File: src/kbd_pkg.sv
package kbd_pkg;

    // bit 8 is the E0 extended flag, bits 7..0 the scan code
    typedef logic [8:0] key_code_t;

    localparam key_code_t LEFT_SHIFT_CODE  = 9'h012;
    localparam key_code_t RIGHT_SHIFT_CODE = 9'h059;

    localparam logic [7:0] BREAK_PREFIX = 8'hF0;  // key release follows
    localparam logic [7:0] EXT_PREFIX   = 8'hE0;  // extended key follows

    localparam int NUM_DIGIT_KEYS = 20;

    // entry i stands for digit i mod 10
    localparam key_code_t DIGIT_KEY_CODES [0:NUM_DIGIT_KEYS-1] = '{
        9'h045,  // 0
        9'h016,  // 1
        9'h01E,  // 2
        9'h026,  // 3
        9'h025,  // 4
        9'h02E,  // 5
        9'h036,  // 6
        9'h03D,  // 7
        9'h03E,  // 8
        9'h046,  // 9
        9'h070,  // keypad 0
        9'h069,  // keypad 1
        9'h072,  // keypad 2
        9'h07A,  // keypad 3
        9'h06B,  // keypad 4
        9'h073,  // keypad 5
        9'h074,  // keypad 6
        9'h06C,  // keypad 7
        9'h075,  // keypad 8
        9'h07D   // keypad 9
    };

    localparam logic [3:0] BLANK_NIBBLE = 4'hF;  // empty position

    localparam int NUM_DIGITS     = 4;
    localparam int DIGIT_SEL_BITS = $clog2(NUM_DIGITS);

    // short for simulation, a board build wants a much wider prescaler
    localparam int SCAN_DIV_BITS = 4;

    typedef enum logic [1:0] {
        IDLE,    // waiting for a start bit
        DATA,    // eight data bits, lsb first
        PARITY,  // odd parity bit
        STOP     // stop bit, must be high
    } rx_state_t;

endpackage

File: src/ps2_frame_rx.sv
`timescale 1ns/1ps

module ps2_frame_rx (
    input  logic       clk,
    input  logic       rst,
    input  logic       ps2_clk,
    input  logic       ps2_data,
    output logic [7:0] rx_byte,
    output logic       rx_valid
);
    import kbd_pkg::*;

    rx_state_t  state;
    logic [1:0] clk_sync;   // two-flop synchronizer for ps2_clk
    logic [1:0] data_sync;  // same depth for ps2_data
    logic       clk_sync_d;
    logic       fall_q;     // registered falling edge of ps2_clk
    logic       data_q;     // data bit aligned with fall_q
    logic [2:0] bit_cnt;
    logic       parity_acc;
    logic       parity_ok;
    logic [7:0] shreg;

    // lines idle high, so the synchronizer resets to 1 to avoid a false edge
    always_ff @(posedge clk or posedge rst) begin
        if (rst) begin
            clk_sync   <= 2'b11;
            data_sync  <= 2'b11;
            clk_sync_d <= 1'b1;
            fall_q     <= 1'b0;
            data_q     <= 1'b1;
        end else begin
            clk_sync   <= {clk_sync[0], ps2_clk};
            data_sync  <= {data_sync[0], ps2_data};
            clk_sync_d <= clk_sync[1];
            fall_q     <= clk_sync_d & ~clk_sync[1];
            data_q     <= data_sync[1];
        end
    end

    always_ff @(posedge clk or posedge rst) begin
        if (rst) begin
            state      <= IDLE;
            bit_cnt    <= 3'd0;
            parity_acc <= 1'b0;
            parity_ok  <= 1'b0;
            rx_valid   <= 1'b0;
        end else begin
            rx_valid <= 1'b0;  // single-cycle strobe
            if (fall_q) begin
                case (state)
                    IDLE: begin
                        if (!data_q) begin  // start bit
                            state      <= DATA;
                            bit_cnt    <= 3'd0;
                            parity_acc <= 1'b0;
                        end
                    end
                    DATA: begin
                        parity_acc <= parity_acc ^ data_q;
                        bit_cnt    <= bit_cnt + 3'd1;
                        if (bit_cnt == 3'd7) begin
                            state <= PARITY;
                        end
                    end
                    PARITY: begin
                        parity_ok <= parity_acc ^ data_q;  // odd count of ones
                        state     <= STOP;
                    end
                    STOP: begin
                        rx_valid <= data_q & parity_ok;  // bad frames just vanish
                        state    <= IDLE;
                    end
                    default: state <= IDLE;
                endcase
            end
        end
    end

    always_ff @(posedge clk) begin
        if (fall_q && state == DATA) begin
            shreg <= {data_q, shreg[7:1]};  // lsb arrives first
        end
        if (fall_q && state == STOP) begin
            rx_byte <= shreg;
        end
    end

endmodule

File: src/key_state_tracker.sv
`timescale 1ns/1ps

module key_state_tracker (
    input  logic              clk,
    input  logic              rst,
    input  logic [7:0]        rx_byte,
    input  logic              rx_valid,
    output logic [511:0]      key_down,
    output kbd_pkg::key_code_t last_change,
    output logic              key_press
);
    import kbd_pkg::*;

    logic      ext_flag;    // set by E0 until the code byte
    logic      brk_flag;    // set by F0 so the next code is a release
    logic      code_done;   // byte that completes a key code
    key_code_t new_code;

    assign code_done = rx_valid && rx_byte != EXT_PREFIX && rx_byte != BREAK_PREFIX;
    assign new_code  = {ext_flag, rx_byte};

    always_ff @(posedge clk or posedge rst) begin
        if (rst) begin
            ext_flag  <= 1'b0;
            brk_flag  <= 1'b0;
            key_down  <= '0;
            key_press <= 1'b0;
        end else begin
            key_press <= 1'b0;
            if (rx_valid) begin
                if (rx_byte == EXT_PREFIX) begin
                    ext_flag <= 1'b1;
                end else if (rx_byte == BREAK_PREFIX) begin
                    brk_flag <= 1'b1;
                end else begin
                    if (brk_flag) begin
                        key_down[new_code] <= 1'b0;  // release
                    end else begin
                        key_down[new_code] <= 1'b1;
                        // typematic repeats find the bit already set
                        key_press <= ~key_down[new_code];
                    end
                    ext_flag <= 1'b0;
                    brk_flag <= 1'b0;
                end
            end
        end
    end

    // code of the latest make or break
    always_ff @(posedge clk) begin
        if (code_done) begin
            last_change <= new_code;
        end
    end

endmodule

File: src/digit_entry.sv
`timescale 1ns/1ps

module digit_entry (
    input  logic               clk,
    input  logic               rst,
    input  logic               key_press,
    input  kbd_pkg::key_code_t last_change,
    input  logic [1:0]         shift_held,
    output logic [15:0]        nums
);
    import kbd_pkg::*;

    logic [3:0] key_num;   // digit value or blank
    logic       is_digit;
    logic       shift_on;  // either shift key

    // table lookup, main row and keypad give the same digit
    always_comb begin
        key_num = BLANK_NIBBLE;
        for (int i = 0; i < NUM_DIGIT_KEYS; i++) begin
            if (last_change == DIGIT_KEY_CODES[i]) begin
                key_num = 4'(i % 10);
            end
        end
    end

    assign is_digit = key_num != BLANK_NIBBLE;
    assign shift_on = |shift_held;

    always_ff @(posedge clk or posedge rst) begin
        if (rst) begin
            nums <= {NUM_DIGITS{BLANK_NIBBLE}};  // all positions dark
        end else if (key_press && is_digit) begin
            if (shift_on) begin
                nums <= {nums[11:0], key_num};   // enter at the right
            end else begin
                nums <= {key_num, nums[15:4]};   // enter at the left
            end
        end
    end

endmodule

File: src/seven_seg_scan.sv
`timescale 1ns/1ps

module seven_seg_scan (
    input  logic        clk,
    input  logic        rst,
    input  logic [15:0] nums,
    output logic [3:0]  digit,
    output logic [6:0]  display
);
    import kbd_pkg::*;

    logic [SCAN_DIV_BITS-1:0]  prescale;
    logic [DIGIT_SEL_BITS-1:0] sel;     // active position, 3 is leftmost
    logic [3:0]                nibble;

    // active-low gfedcba
    function automatic logic [6:0] seg_encode(input logic [3:0] value);
        case (value)
            4'd0:    seg_encode = 7'b100_0000;
            4'd1:    seg_encode = 7'b111_1001;
            4'd2:    seg_encode = 7'b010_0100;
            4'd3:    seg_encode = 7'b011_0000;
            4'd4:    seg_encode = 7'b001_1001;
            4'd5:    seg_encode = 7'b001_0010;
            4'd6:    seg_encode = 7'b000_0010;
            4'd7:    seg_encode = 7'b111_1000;
            4'd8:    seg_encode = 7'b000_0000;
            4'd9:    seg_encode = 7'b001_0000;
            default: seg_encode = 7'b111_1111;  // A-F stay dark
        endcase
    endfunction

    always_ff @(posedge clk or posedge rst) begin
        if (rst) begin
            prescale <= '0;
            sel      <= DIGIT_SEL_BITS'(NUM_DIGITS - 1);
        end else begin
            prescale <= prescale + 1'b1;
            if (&prescale) begin
                sel <= sel - 1'b1;  // wraps from 0 back to 3
            end
        end
    end

    assign nibble  = nums[{sel, 2'b00} +: 4];
    assign digit   = ~(4'b0001 << sel);  // one anode low at a time
    assign display = seg_encode(nibble);

endmodule

File: src/kbd_display_top.sv
`timescale 1ns/1ps

module kbd_display_top (
    input  logic       clk,
    input  logic       rst,
    input  logic       ps2_clk,
    input  logic       ps2_data,
    output logic [3:0] digit,
    output logic [6:0] display
);
    import kbd_pkg::*;

    logic [7:0]   rx_byte;
    logic         rx_valid;
    logic [511:0] key_down;
    key_code_t    last_change;
    logic         key_press;
    logic [15:0]  nums;

    ps2_frame_rx rx_i (
        .clk      (clk),
        .rst      (rst),
        .ps2_clk  (ps2_clk),
        .ps2_data (ps2_data),
        .rx_byte  (rx_byte),
        .rx_valid (rx_valid)
    );

    key_state_tracker tracker_i (
        .clk         (clk),
        .rst         (rst),
        .rx_byte     (rx_byte),
        .rx_valid    (rx_valid),
        .key_down    (key_down),
        .last_change (last_change),
        .key_press   (key_press)
    );

    // only the two shift bits of the key map reach the entry block
    digit_entry entry_i (
        .clk         (clk),
        .rst         (rst),
        .key_press   (key_press),
        .last_change (last_change),
        .shift_held  ({key_down[RIGHT_SHIFT_CODE], key_down[LEFT_SHIFT_CODE]}),
        .nums        (nums)
    );

    seven_seg_scan scan_i (
        .clk     (clk),
        .rst     (rst),
        .nums    (nums),
        .digit   (digit),
        .display (display)
    );

endmodule

File: config.mk
export PLATFORM = sky130hd
export DESIGN_NAME = kbd_display_top
export DESIGN_NICKNAME = d
export VERILOG_FILES = /design/src/kbd_pkg.sv /design/src/ps2_frame_rx.sv /design/src/key_state_tracker.sv /design/src/digit_entry.sv /design/src/seven_seg_scan.sv /design/src/kbd_display_top.sv
export SDC_FILE = /design/constraint.sdc
export NUM_CORES = 1
export LEC_CHECK = 0
export ABC_CLOCK_PERIOD_IN_PS = 18800
export BUFFER_PORTS_ARGS = -buffer_cell sky130_fd_sc_hd__buf_2
export CAP_MARGIN = 10
export CORE_UTILIZATION = 55
export DETAILED_ROUTE_END_ITERATION = 8
export PLACE_DENSITY = 0.71
export SLEW_MARGIN = 20
export SYNTH_ARGS = -nofsm -noshare
export SYNTH_HDL_FRONTEND = slang
export SYNTH_SLANG_ARGS = --single-unit
File: constraint.sdc
create_clock -name clk -period 18.8 [get_ports clk]
set_clock_uncertainty 0.15 [all_clocks]
set_input_delay 3.76 -clock clk [delete_from_list [all_inputs] [get_ports clk]]
set_output_delay 3.76 -clock clk [all_outputs]
set_load 0.03 [all_outputs]
After elaboration in Yosys (flattened, before gate mapping)
Memories as Yosys holds them, arrays and structs flattened.
Cells that the tools add are included.
{"block": "totals", "input_bits": 4, "mem_bits_ro": 112, "reg_bits": 577, "word_cells": 129, "memories": 1}
{"block": "classes", "mux": 42, "shifts": 2, "reduce_logical": 16, "order_cmp": 2, "n_addsub": 3, "bitwise": 11, "n_eq_ne": 32}
{"memory": "(name not given)", "words": 16, "word_bits": 7, "read_ports": 1, "rd_clocked_by_memory_dff": 0, "write_ports": 0, "line_no": "seven_seg_scan.sv:18", "rtl": "case (value)"}
{"operator": "512-bit bitwise AND", "count": 1}
{"operator": "512-bit two-way mux", "count": 1}
{"operator": "512-bit inverter", "count": 1}
{"operator": "512-bit bitwise OR", "count": 1}
{"operator": "9-bit by 7-bit equality test with 1-bit output (second input constant)", "count": 12}
{"operator": "4-bit two-way mux", "count": 20}
{"operator": "9-bit by 6-bit equality test with 1-bit output (second input constant)", "count": 6}
{"operator": "9-bit by 5-bit equality test with 1-bit output (second input constant)", "count": 2}
{"operator": "8-bit equality test (second input constant)", "count": 2}
{"operator": "16-bit two-way mux", "count": 1}
{"operator": "8-bit inequality test (second input constant)", "count": 2}
{"operator": "16-bit by 5-bit indexed part select with 4-bit output", "count": 1}
{"operator": "1-bit two-way mux", "count": 12}
{"operator": "9-bit by 10-bit < comparator with 1-bit output (second input constant)", "count": 1}
{"operator": "1-bit binary-select mux with 9-bit select", "count": 1}
{"operator": "1-bit demux with 9-bit select", "count": 1}
{"operator": "9-bit by 1-bit greater-or-equal comparator with 1-bit output (second input constant)", "count": 1}
{"operator": "3-bit AND reduction", "count": 3}
{"operator": "2-bit case mux with 4 select lines", "count": 1}
{"operator": "1-bit logical AND", "count": 6}
{"operator": "3-bit case mux with 2 select lines", "count": 1}
{"operator": "2-bit AND reduction", "count": 3}
{"operator": "4-bit by 1-bit adder with 4-bit output (second input constant)", "count": 1}
{"operator": "2-bit equality test (second input constant)", "count": 2}
{"operator": "other kinds (19)", "count": 25}

Longest topological paths before layout
Gate-level depths: netlist (run 1).
{"block": "depth", "depth_word": 23, "ltp_mapped": 12, "depth_no_buf": 7}

Hierarchy
A second synthesis (run 1) with hierarchy kept.
{"block": "hier_totals", "hier_cells": 2516, "area_unflattened_um2": 28120.7}
{"module": "key_state_tracker", "area_per_inst_um2": 24955.2, "instances": 1, "cells_each": 2247, "seq_area_each_um2": 13157.6}
{"module": "digit_entry", "area_per_inst_um2": 1411.4, "instances": 1, "cells_each": 147, "seq_area_each_um2": 420.4}
{"module": "ps2_frame_rx", "area_per_inst_um2": 1138.6, "instances": 1, "cells_each": 64, "seq_area_each_um2": 863.3}
{"module": "seven_seg_scan", "area_per_inst_um2": 615.6, "instances": 1, "cells_each": 58, "seq_area_each_um2": 152.6}

Worst setup path before layout (run 1)
Ideal clock, no wire load.
{"block": "synth_timing", "path_type": "register -> output", "from": "register scan_i.sel[1]", "to": "output port display[1]", "path_slack_ns": 12.447, "required_time_ns": 14.890, "arrival_time_ns": 2.443, "n_path_buf": 1, "path_stages_with_launch": 7, "cell_sequence": "dfstp_2 clkbuf_1 mux4_2 inv_1 ha_1 nor2_1 o21ai_0"}
{"block": "synth_between", "elab_chain_cells": 2}
{"item": "from (decl)", "line_no": "seven_seg_scan.sv:13", "rtl": "logic [DIGIT_SEL_BITS-1:0] sel;"}
{"item": "from (signal assigned)", "line_no": "seven_seg_scan.sv:36", "rtl": "sel <= DIGIT_SEL_BITS'(NUM_DIGITS - 1);"}
{"item": "from (signal assigned)", "line_no": "seven_seg_scan.sv:40", "rtl": "sel <= sel - 1'b1;"}
{"item": "16-bit by 5-bit indexed part select with 4-bit output", "line_no": "seven_seg_scan.sv:45", "rtl": "assign nibble = nums[{sel, 2'b00} +: 4];"}
{"item": "memory read 16 x 7 bit"}
{"item": "to (decl)", "line_no": "kbd_display_top.sv:9", "rtl": "output logic [6:0] display"}
No other way between the ends.

Worst setup path in the final report (run 1)
{"block": "layout_timing", "from": "register scan_i.sel[1]", "to": "output port display[0]"}
Same word-level chain as after synthesis.

==> run metrics, run 1 <==
crit path max fanout=9; TNS Setup=0 ps; clock buffer count from CTS=59; hold endpoint=rx_i.data_sync[1]; post_cts resized=0; end-of-flow core utilization=60.0%; CTS H-Tree Depth=2; post-synth top area cell=dfrtp_1; PnR Total Power=2860 uW; FF-to-FF setup slack=14180 ps; Clock Tree Root=clkbuf_16; fin area=30100 sq um; clk buf depth=3; routed len/inst=about 23 um; Synth Area per Inst=11.0 sq um; worst reg2reg path depth=9; number of diodes=0; vias post-DR=just over 20000; share of the synthesized area in the top cell type=47.5%; GPL Wtd Cong=0.842; number of synthesized register bits=577; die area=around 50000 sq um; die span in y=~230 um; CP Launch Type=flop; Synth area leaders=dfrtp_1 47%, mux4_2 9.5%, o31ai_1 6.5%, a31oi_1 5.7%, a21oi_1 5.5%; CP Capture Type=output pin; Power Dens Cells=around 95 nW/um^2; Syn Inst Count=2530; Synth Flop Type=dfrtp_1; post-route antenna net violation count=0; final hold viol count=0; max-slew violation count=0; initial antenna violation count=0; sequential cell area fraction in the yosys report=52.4%; CTS tree=yes; grt ovf=0; port bufs=14; Net count, final=2369; clk_lat worst skew=620 ps; Final setup viols=0; Worst Tran Pin Value=about 1400 ps; Synth async-reset ratio=95.7%; worst hold path class=reg2reg; Final HPWL DP=40100 um; yosys warns=0; period utilisation layout=35.7%; Initial Util=a little under three fifths; DR iter-0 viols=2477; hold depth=0; maxcap violations=0; Max VDD drop=101 uV; Area Overhead vs Synth=7.97%; hold_sp=rx_i.data_sync[0]; DRC Markers=0; Mapped Area=27800 sq um; Achievable Freq=149 MHz; leakage=about 0.013 uW; Post-synth EDFFs=25; Setup Crit Path Kind=reg2out; library cells used by synthesis=66; worst r2r dst=tracker_i.key_press; syn_nets=2550; hold bufs inserted after CTS=0; crit path time final=between 6000 and 7000 ps; RSZ-0062 raised after global routing=false; CTS clk-pin slew, worst paths=60 ps; die extent in x=227 um; dpl cell area=28000 sq um; critical path data required time=approximately 15000 ps; Site Rows=82; WL final=70900 um; drt pass-1 iters=5; post-CTS setup buffer count=0; I/O Pins=15; pin count of the biggest net entering global routing=about 270; Total GRT Usage=28.2%; status=finished clean; CTS Sinks=577; vias per std cell=6.72; Hold WS=206 ps; Critical Path AT=2810 ps; first-pass GRT wire length=113000 um; vias in the first global route=about 20000; share of post-route cells with drive strength above 1=14.7%; core area=approximately 50000 sq um; reg2reg start=rx_i.rx_byte[2]; Slew Limit Headroom=around 8%
==> metrics by stage <==
step / worst slack, ps / cells
after floorplan: 7400 / 2530
after global placement: 11490 / 2960
after detailed placement: 11370 / 2960
after CTS: 12030 / 3071
after global routing: 11950 / 3071
final: 12080 / 3071
==> power breakdown <==
part           switching [uW]  internal (uW)
Combinational             303           80.8
Sequential               36.5           1280
Clock                     490            678
Total                     830           2040
==> synth_stat cells, types with 3 or more instances <==
master	n
a211oi_1	3
a21oi_1	304
a221oi_1	4
a22oi_1	25
a311oi_1	3
a31oi_1	254
a32o_1	3
and2_1	4
and3_1	3
buf_2	41
buf_4	9
buf_6	8
clkbuf_1	253
dfrtp_1	528
dfstp_2	24
edfxtp_1	25
ha_1	16
inv_1	18
mux2_2	3
mux2i_1	80
mux4_1	3
mux4_2	117
nand2_1	65
nand2b_1	11
nand3_1	26
nand4_1	3
nor2_1	101
nor2b_1	21
nor3_1	12
nor3b_1	5
nor4_1	4
o2111ai_1	3
o211ai_1	8
o21a_1	4
o21ai_0	252
o22ai_1	5
o31ai_1	240
or4_1	3
xnor2_1	3
xor2_1	4
==> layer usage <==
metal  vias to the layer above  track usage (%)  part of all wire (%)
li1                       9336                -                     -
met1                     10300             40.8                    42
met2                       858             44.1                    47
met3                       136             4.30                   7.9
met4                         0             8.81                   2.7
met5                         -                0                     0
==> final cells by class <==
| type | instances | area [sq um] |
|---|---|---|
| clock inverter | 17 | 124 |
| fill | 4033 | 20000 |
| sequential | 577 | 14600 |
| timing repair buffer | 71 | 547 |
| inverter | 18 | 71.3 |
| tap | 672 | 841 |
| clock buffer | 94 | 1830 |
| multi-input combinational | 1622 | 12000 |
==> cell usage in the layout, fill, tap and decap left out, types with 60 or more instances in the layout <==
| cell | synthesis | routed |
|---|---|---|
| clkbuf_16 | 0 | 60 |
| o21ai_0 | 252 | 252 |
| a21oi_1 | 304 | 304 |
| nor2_1 | 101 | 77 |
| mux2i_1 | 80 | 80 |
| a31oi_1 | 254 | 254 |
| nand2_1 | 65 | 65 |
| dfrtp_1 | 528 | 527 |
| o31ai_1 | 240 | 240 |
| mux4_2 | 117 | 117 |
==> cell families (layout without fill, tap and decap cells) <==
| logic type | after synthesis | count (layout) | synth area share [%] |
|---|---|---|---|
| AOI/OAI and AO/OA | 1123 | 1123 | 24.3 |
| xor gates and xnor gates | 7 | 7 | 0.220 |
| adders and majority gates | 16 | 16 | 0.719 |
| buffers and inverters | 331 | 200 | 4.98 |
| DFF | 577 | 577 | 52.4 |
| muxes | 203 | 203 | 12.7 |
| and+or+nand+nor | 273 | 273 | 4.62 |
==> how the worst max path moves through the flow <==
stage / startpoint / endpoint / slack, ps / cells past startpoint
detailed placement: rst / async pin / 11370 / 5
floorplan: rst / async pin / 7400 / 1
global placement: rst / async pin / 11490 / 5
global route: rst / async pin / 11950 / 5
finish: scan_i.sel[1] / display[0] / 12080 / 7
CTS: rst / async pin / 12030 / 5
==> worst max-delay path, cell delays in order, from the launching register on <==
cell and delay [ps]:
dfstp_2 670, mux4_2 620, inv_1 140, ha_1 160
nor2_1 50, o21a_1 200, a21oi_1 150, buf_2 220
Note: power is estimated with default switching activity, not from simulation.
==> run 2: changes to the inputs <==
--- a/config.mk
+++ b/config.mk
@@ -5,7 +5,7 @@
 export SDC_FILE = /design/constraint.sdc
 export NUM_CORES = 1
 export LEC_CHECK = 0
-export ABC_CLOCK_PERIOD_IN_PS = 18800
+export ABC_CLOCK_PERIOD_IN_PS = 6100
 export BUFFER_PORTS_ARGS = -buffer_cell sky130_fd_sc_hd__buf_2
 export CAP_MARGIN = 10
 export CORE_UTILIZATION = 55
==> constraint.sdc (replaced) <==
create_clock -name clk -period 6.1 [get_ports clk]
set_clock_uncertainty 0.15 [all_clocks]
set_input_delay 1.22 -clock clk [delete_from_list [all_inputs] [get_ports clk]]
set_output_delay 1.22 -clock clk [all_outputs]
set_load 0.03 [all_outputs]
==> run 2 against run 1 <==
  * Sequential power grew to 3.1 times the previous value
  * Final cell count is 0.13% lower
  * Via count is 0.16% lower
==> run metrics, run 2 (synthesis results as in run 1) <==
status=finished clean; CP max-delay cell=dfstp_2; RSZ-0062 raised after global routing=false; Slew Limit Headroom=21.5%; end-of-flow core utilization=60.1%; max-slew violation count=0; initial antenna violation count=0; CP Launch Type=flop; critical path data required time=4730 ps; die area=51500 sq um; DRC Markers=0; drt pass-1 iters=5; die span in y=roughly 230 um; Achievable Freq=241 MHz; FF-to-FF setup slack=2260 ps; post_cts resized=0; Area Overhead vs Synth=8.05%; Max VDD drop=318 uV; reg2reg start=rx_i.rx_byte[3]; Clock Tree Root=clkbuf_16; die extent in x=227 um; Initial Util=55.6%; leakage=0.0126 uW; first-pass GRT wire length=approximately 110000 um; most common cell after layout, fill and taps aside=dfrtp_1; hold endpoint=rx_i.clk_sync[1]; vias per std cell=6.72; share of post-route cells with drive strength above 1=14.3%; port bufs=14; clk buf depth=3; final hold viol count=0; CTS tree=yes; commonest cells after routing, fill and taps aside=527 x dfrtp_1, 304 x a21oi_1, 254 x a31oi_1, 252 x o21ai_0, 240 x o31ai_1; GPL Wtd Cong=0.836; CTS H-Tree Depth=2; DR iter-0 viols=~2400; crit path time final=4160 ps; core area=50100 sq um; Final setup viols=0; CP peak stage delay=660 ps; Setup Crit Path Kind=reg2out; post-route antenna net violation count=0; Fillers=4043; clk_lat worst skew=620 ps; WL final=71300 um; Net count, final=2367; worst slack, placed=between 2000 and 2500 ps; Worst Tran Pin Value=1180 ps; grt ovf=0; Final HPWL DP=39900 um; CTS Sinks=approximately 580; CP Capture Type=output pin; PnR Total Power=8860 uW; pin count of the biggest net entering global routing=roughly 250; Critical Path AT=2790 ps; hold_sp=rx_i.clk_sync[0]; Crit. Startpoint=scan_i.sel[1]; final worst slack=slightly below 2000 ps; worst hold path class=reg2reg; clock buffer count from CTS=58; hold bufs inserted after CTS=0; worst reg2reg path depth=8; Site Rows=82; I/O Pins=15; Hold WS=207 ps; Total GRT Usage=28.5%; hold depth=0; routed len/inst=23.2 um; TNS Setup=0 ps; vias in the first global route=19900; crit-path cells=mux2_2 -> o21ai_1 -> nor2_1 -> a22oi_1 -> buf_2; number of diodes=0; period utilisation layout=68.1%; post-CTS setup buffer count=0; vias post-DR=slightly above 20000; Power Dens Cells=294 nW/um^2; CTS clk-pin slew, worst paths=60 ps; maxcap violations=0; crit path max fanout=9
==> run 2: how the worst max path moves through the flow <==
stage                 endpoint  slack (ps)  cells after the start
finish              display[4]        1940                      5
global route        display[4]        1780                      5
CTS                 display[4]        1930                      5
detailed placement        flop        2240                      9
global placement          flop        2380                      9
floorplan            async pin       -2760                      1
==> run 2: routing by layer <==
layer | vias to the layer above | global-route usage, % | share of wire [%]
li1 | 9332 | - | -
met1 | 10300 | 41.5 | 42
met2 | 838 | 43.7 | 47
met3 | 142 | 4.74 | 8.1
met4 | 0 | 9.44 | 2.9
met5 | - | 0 | 0
==> run 2: layout make-up <==
type,count,area [sq um],share of cell area [%]
Timing Repair Buffer,70,603,2.00
Multi-Input combinational cell,1622,12000,40.0
Clock buffer,75,1590,5.27
Inverter,18,71.3,0.237
Sequential cell,577,14600,48.5
Clock inverter,33,353,1.17
Tap cell,672,841,2.79
==> run 2: critical path, delay by kind of cell (launching register included) <==
family / cells / cell delay (ps)
AOI/OAI and AO/OA: 2 / 710
and+or+nand+nor: 1 / 190
muxes: 1 / 370
DFF: 1 / 660
buffers and inverters: 1 / 230
==> run 2: stage by stage <==
step | cells | cell area [sq um]
after global placement | 2959 | 28100
after detailed placement | 2959 | 28100
final | 3067 | 30100
after CTS | 3067 | 30000
after global routing | 3067 | 30100
after floorplan | 2530 | 27800
==> run 2: where the power goes <==
| group | switching (uW) | internal [uW] | leakage, uW |
|---|---|---|---|
| clock | 1520 | 2120 | 0.000949 |
| sequential | 132 | 3930 | 0.00784 |
| combinational | 901 | 255 | 0.00384 |
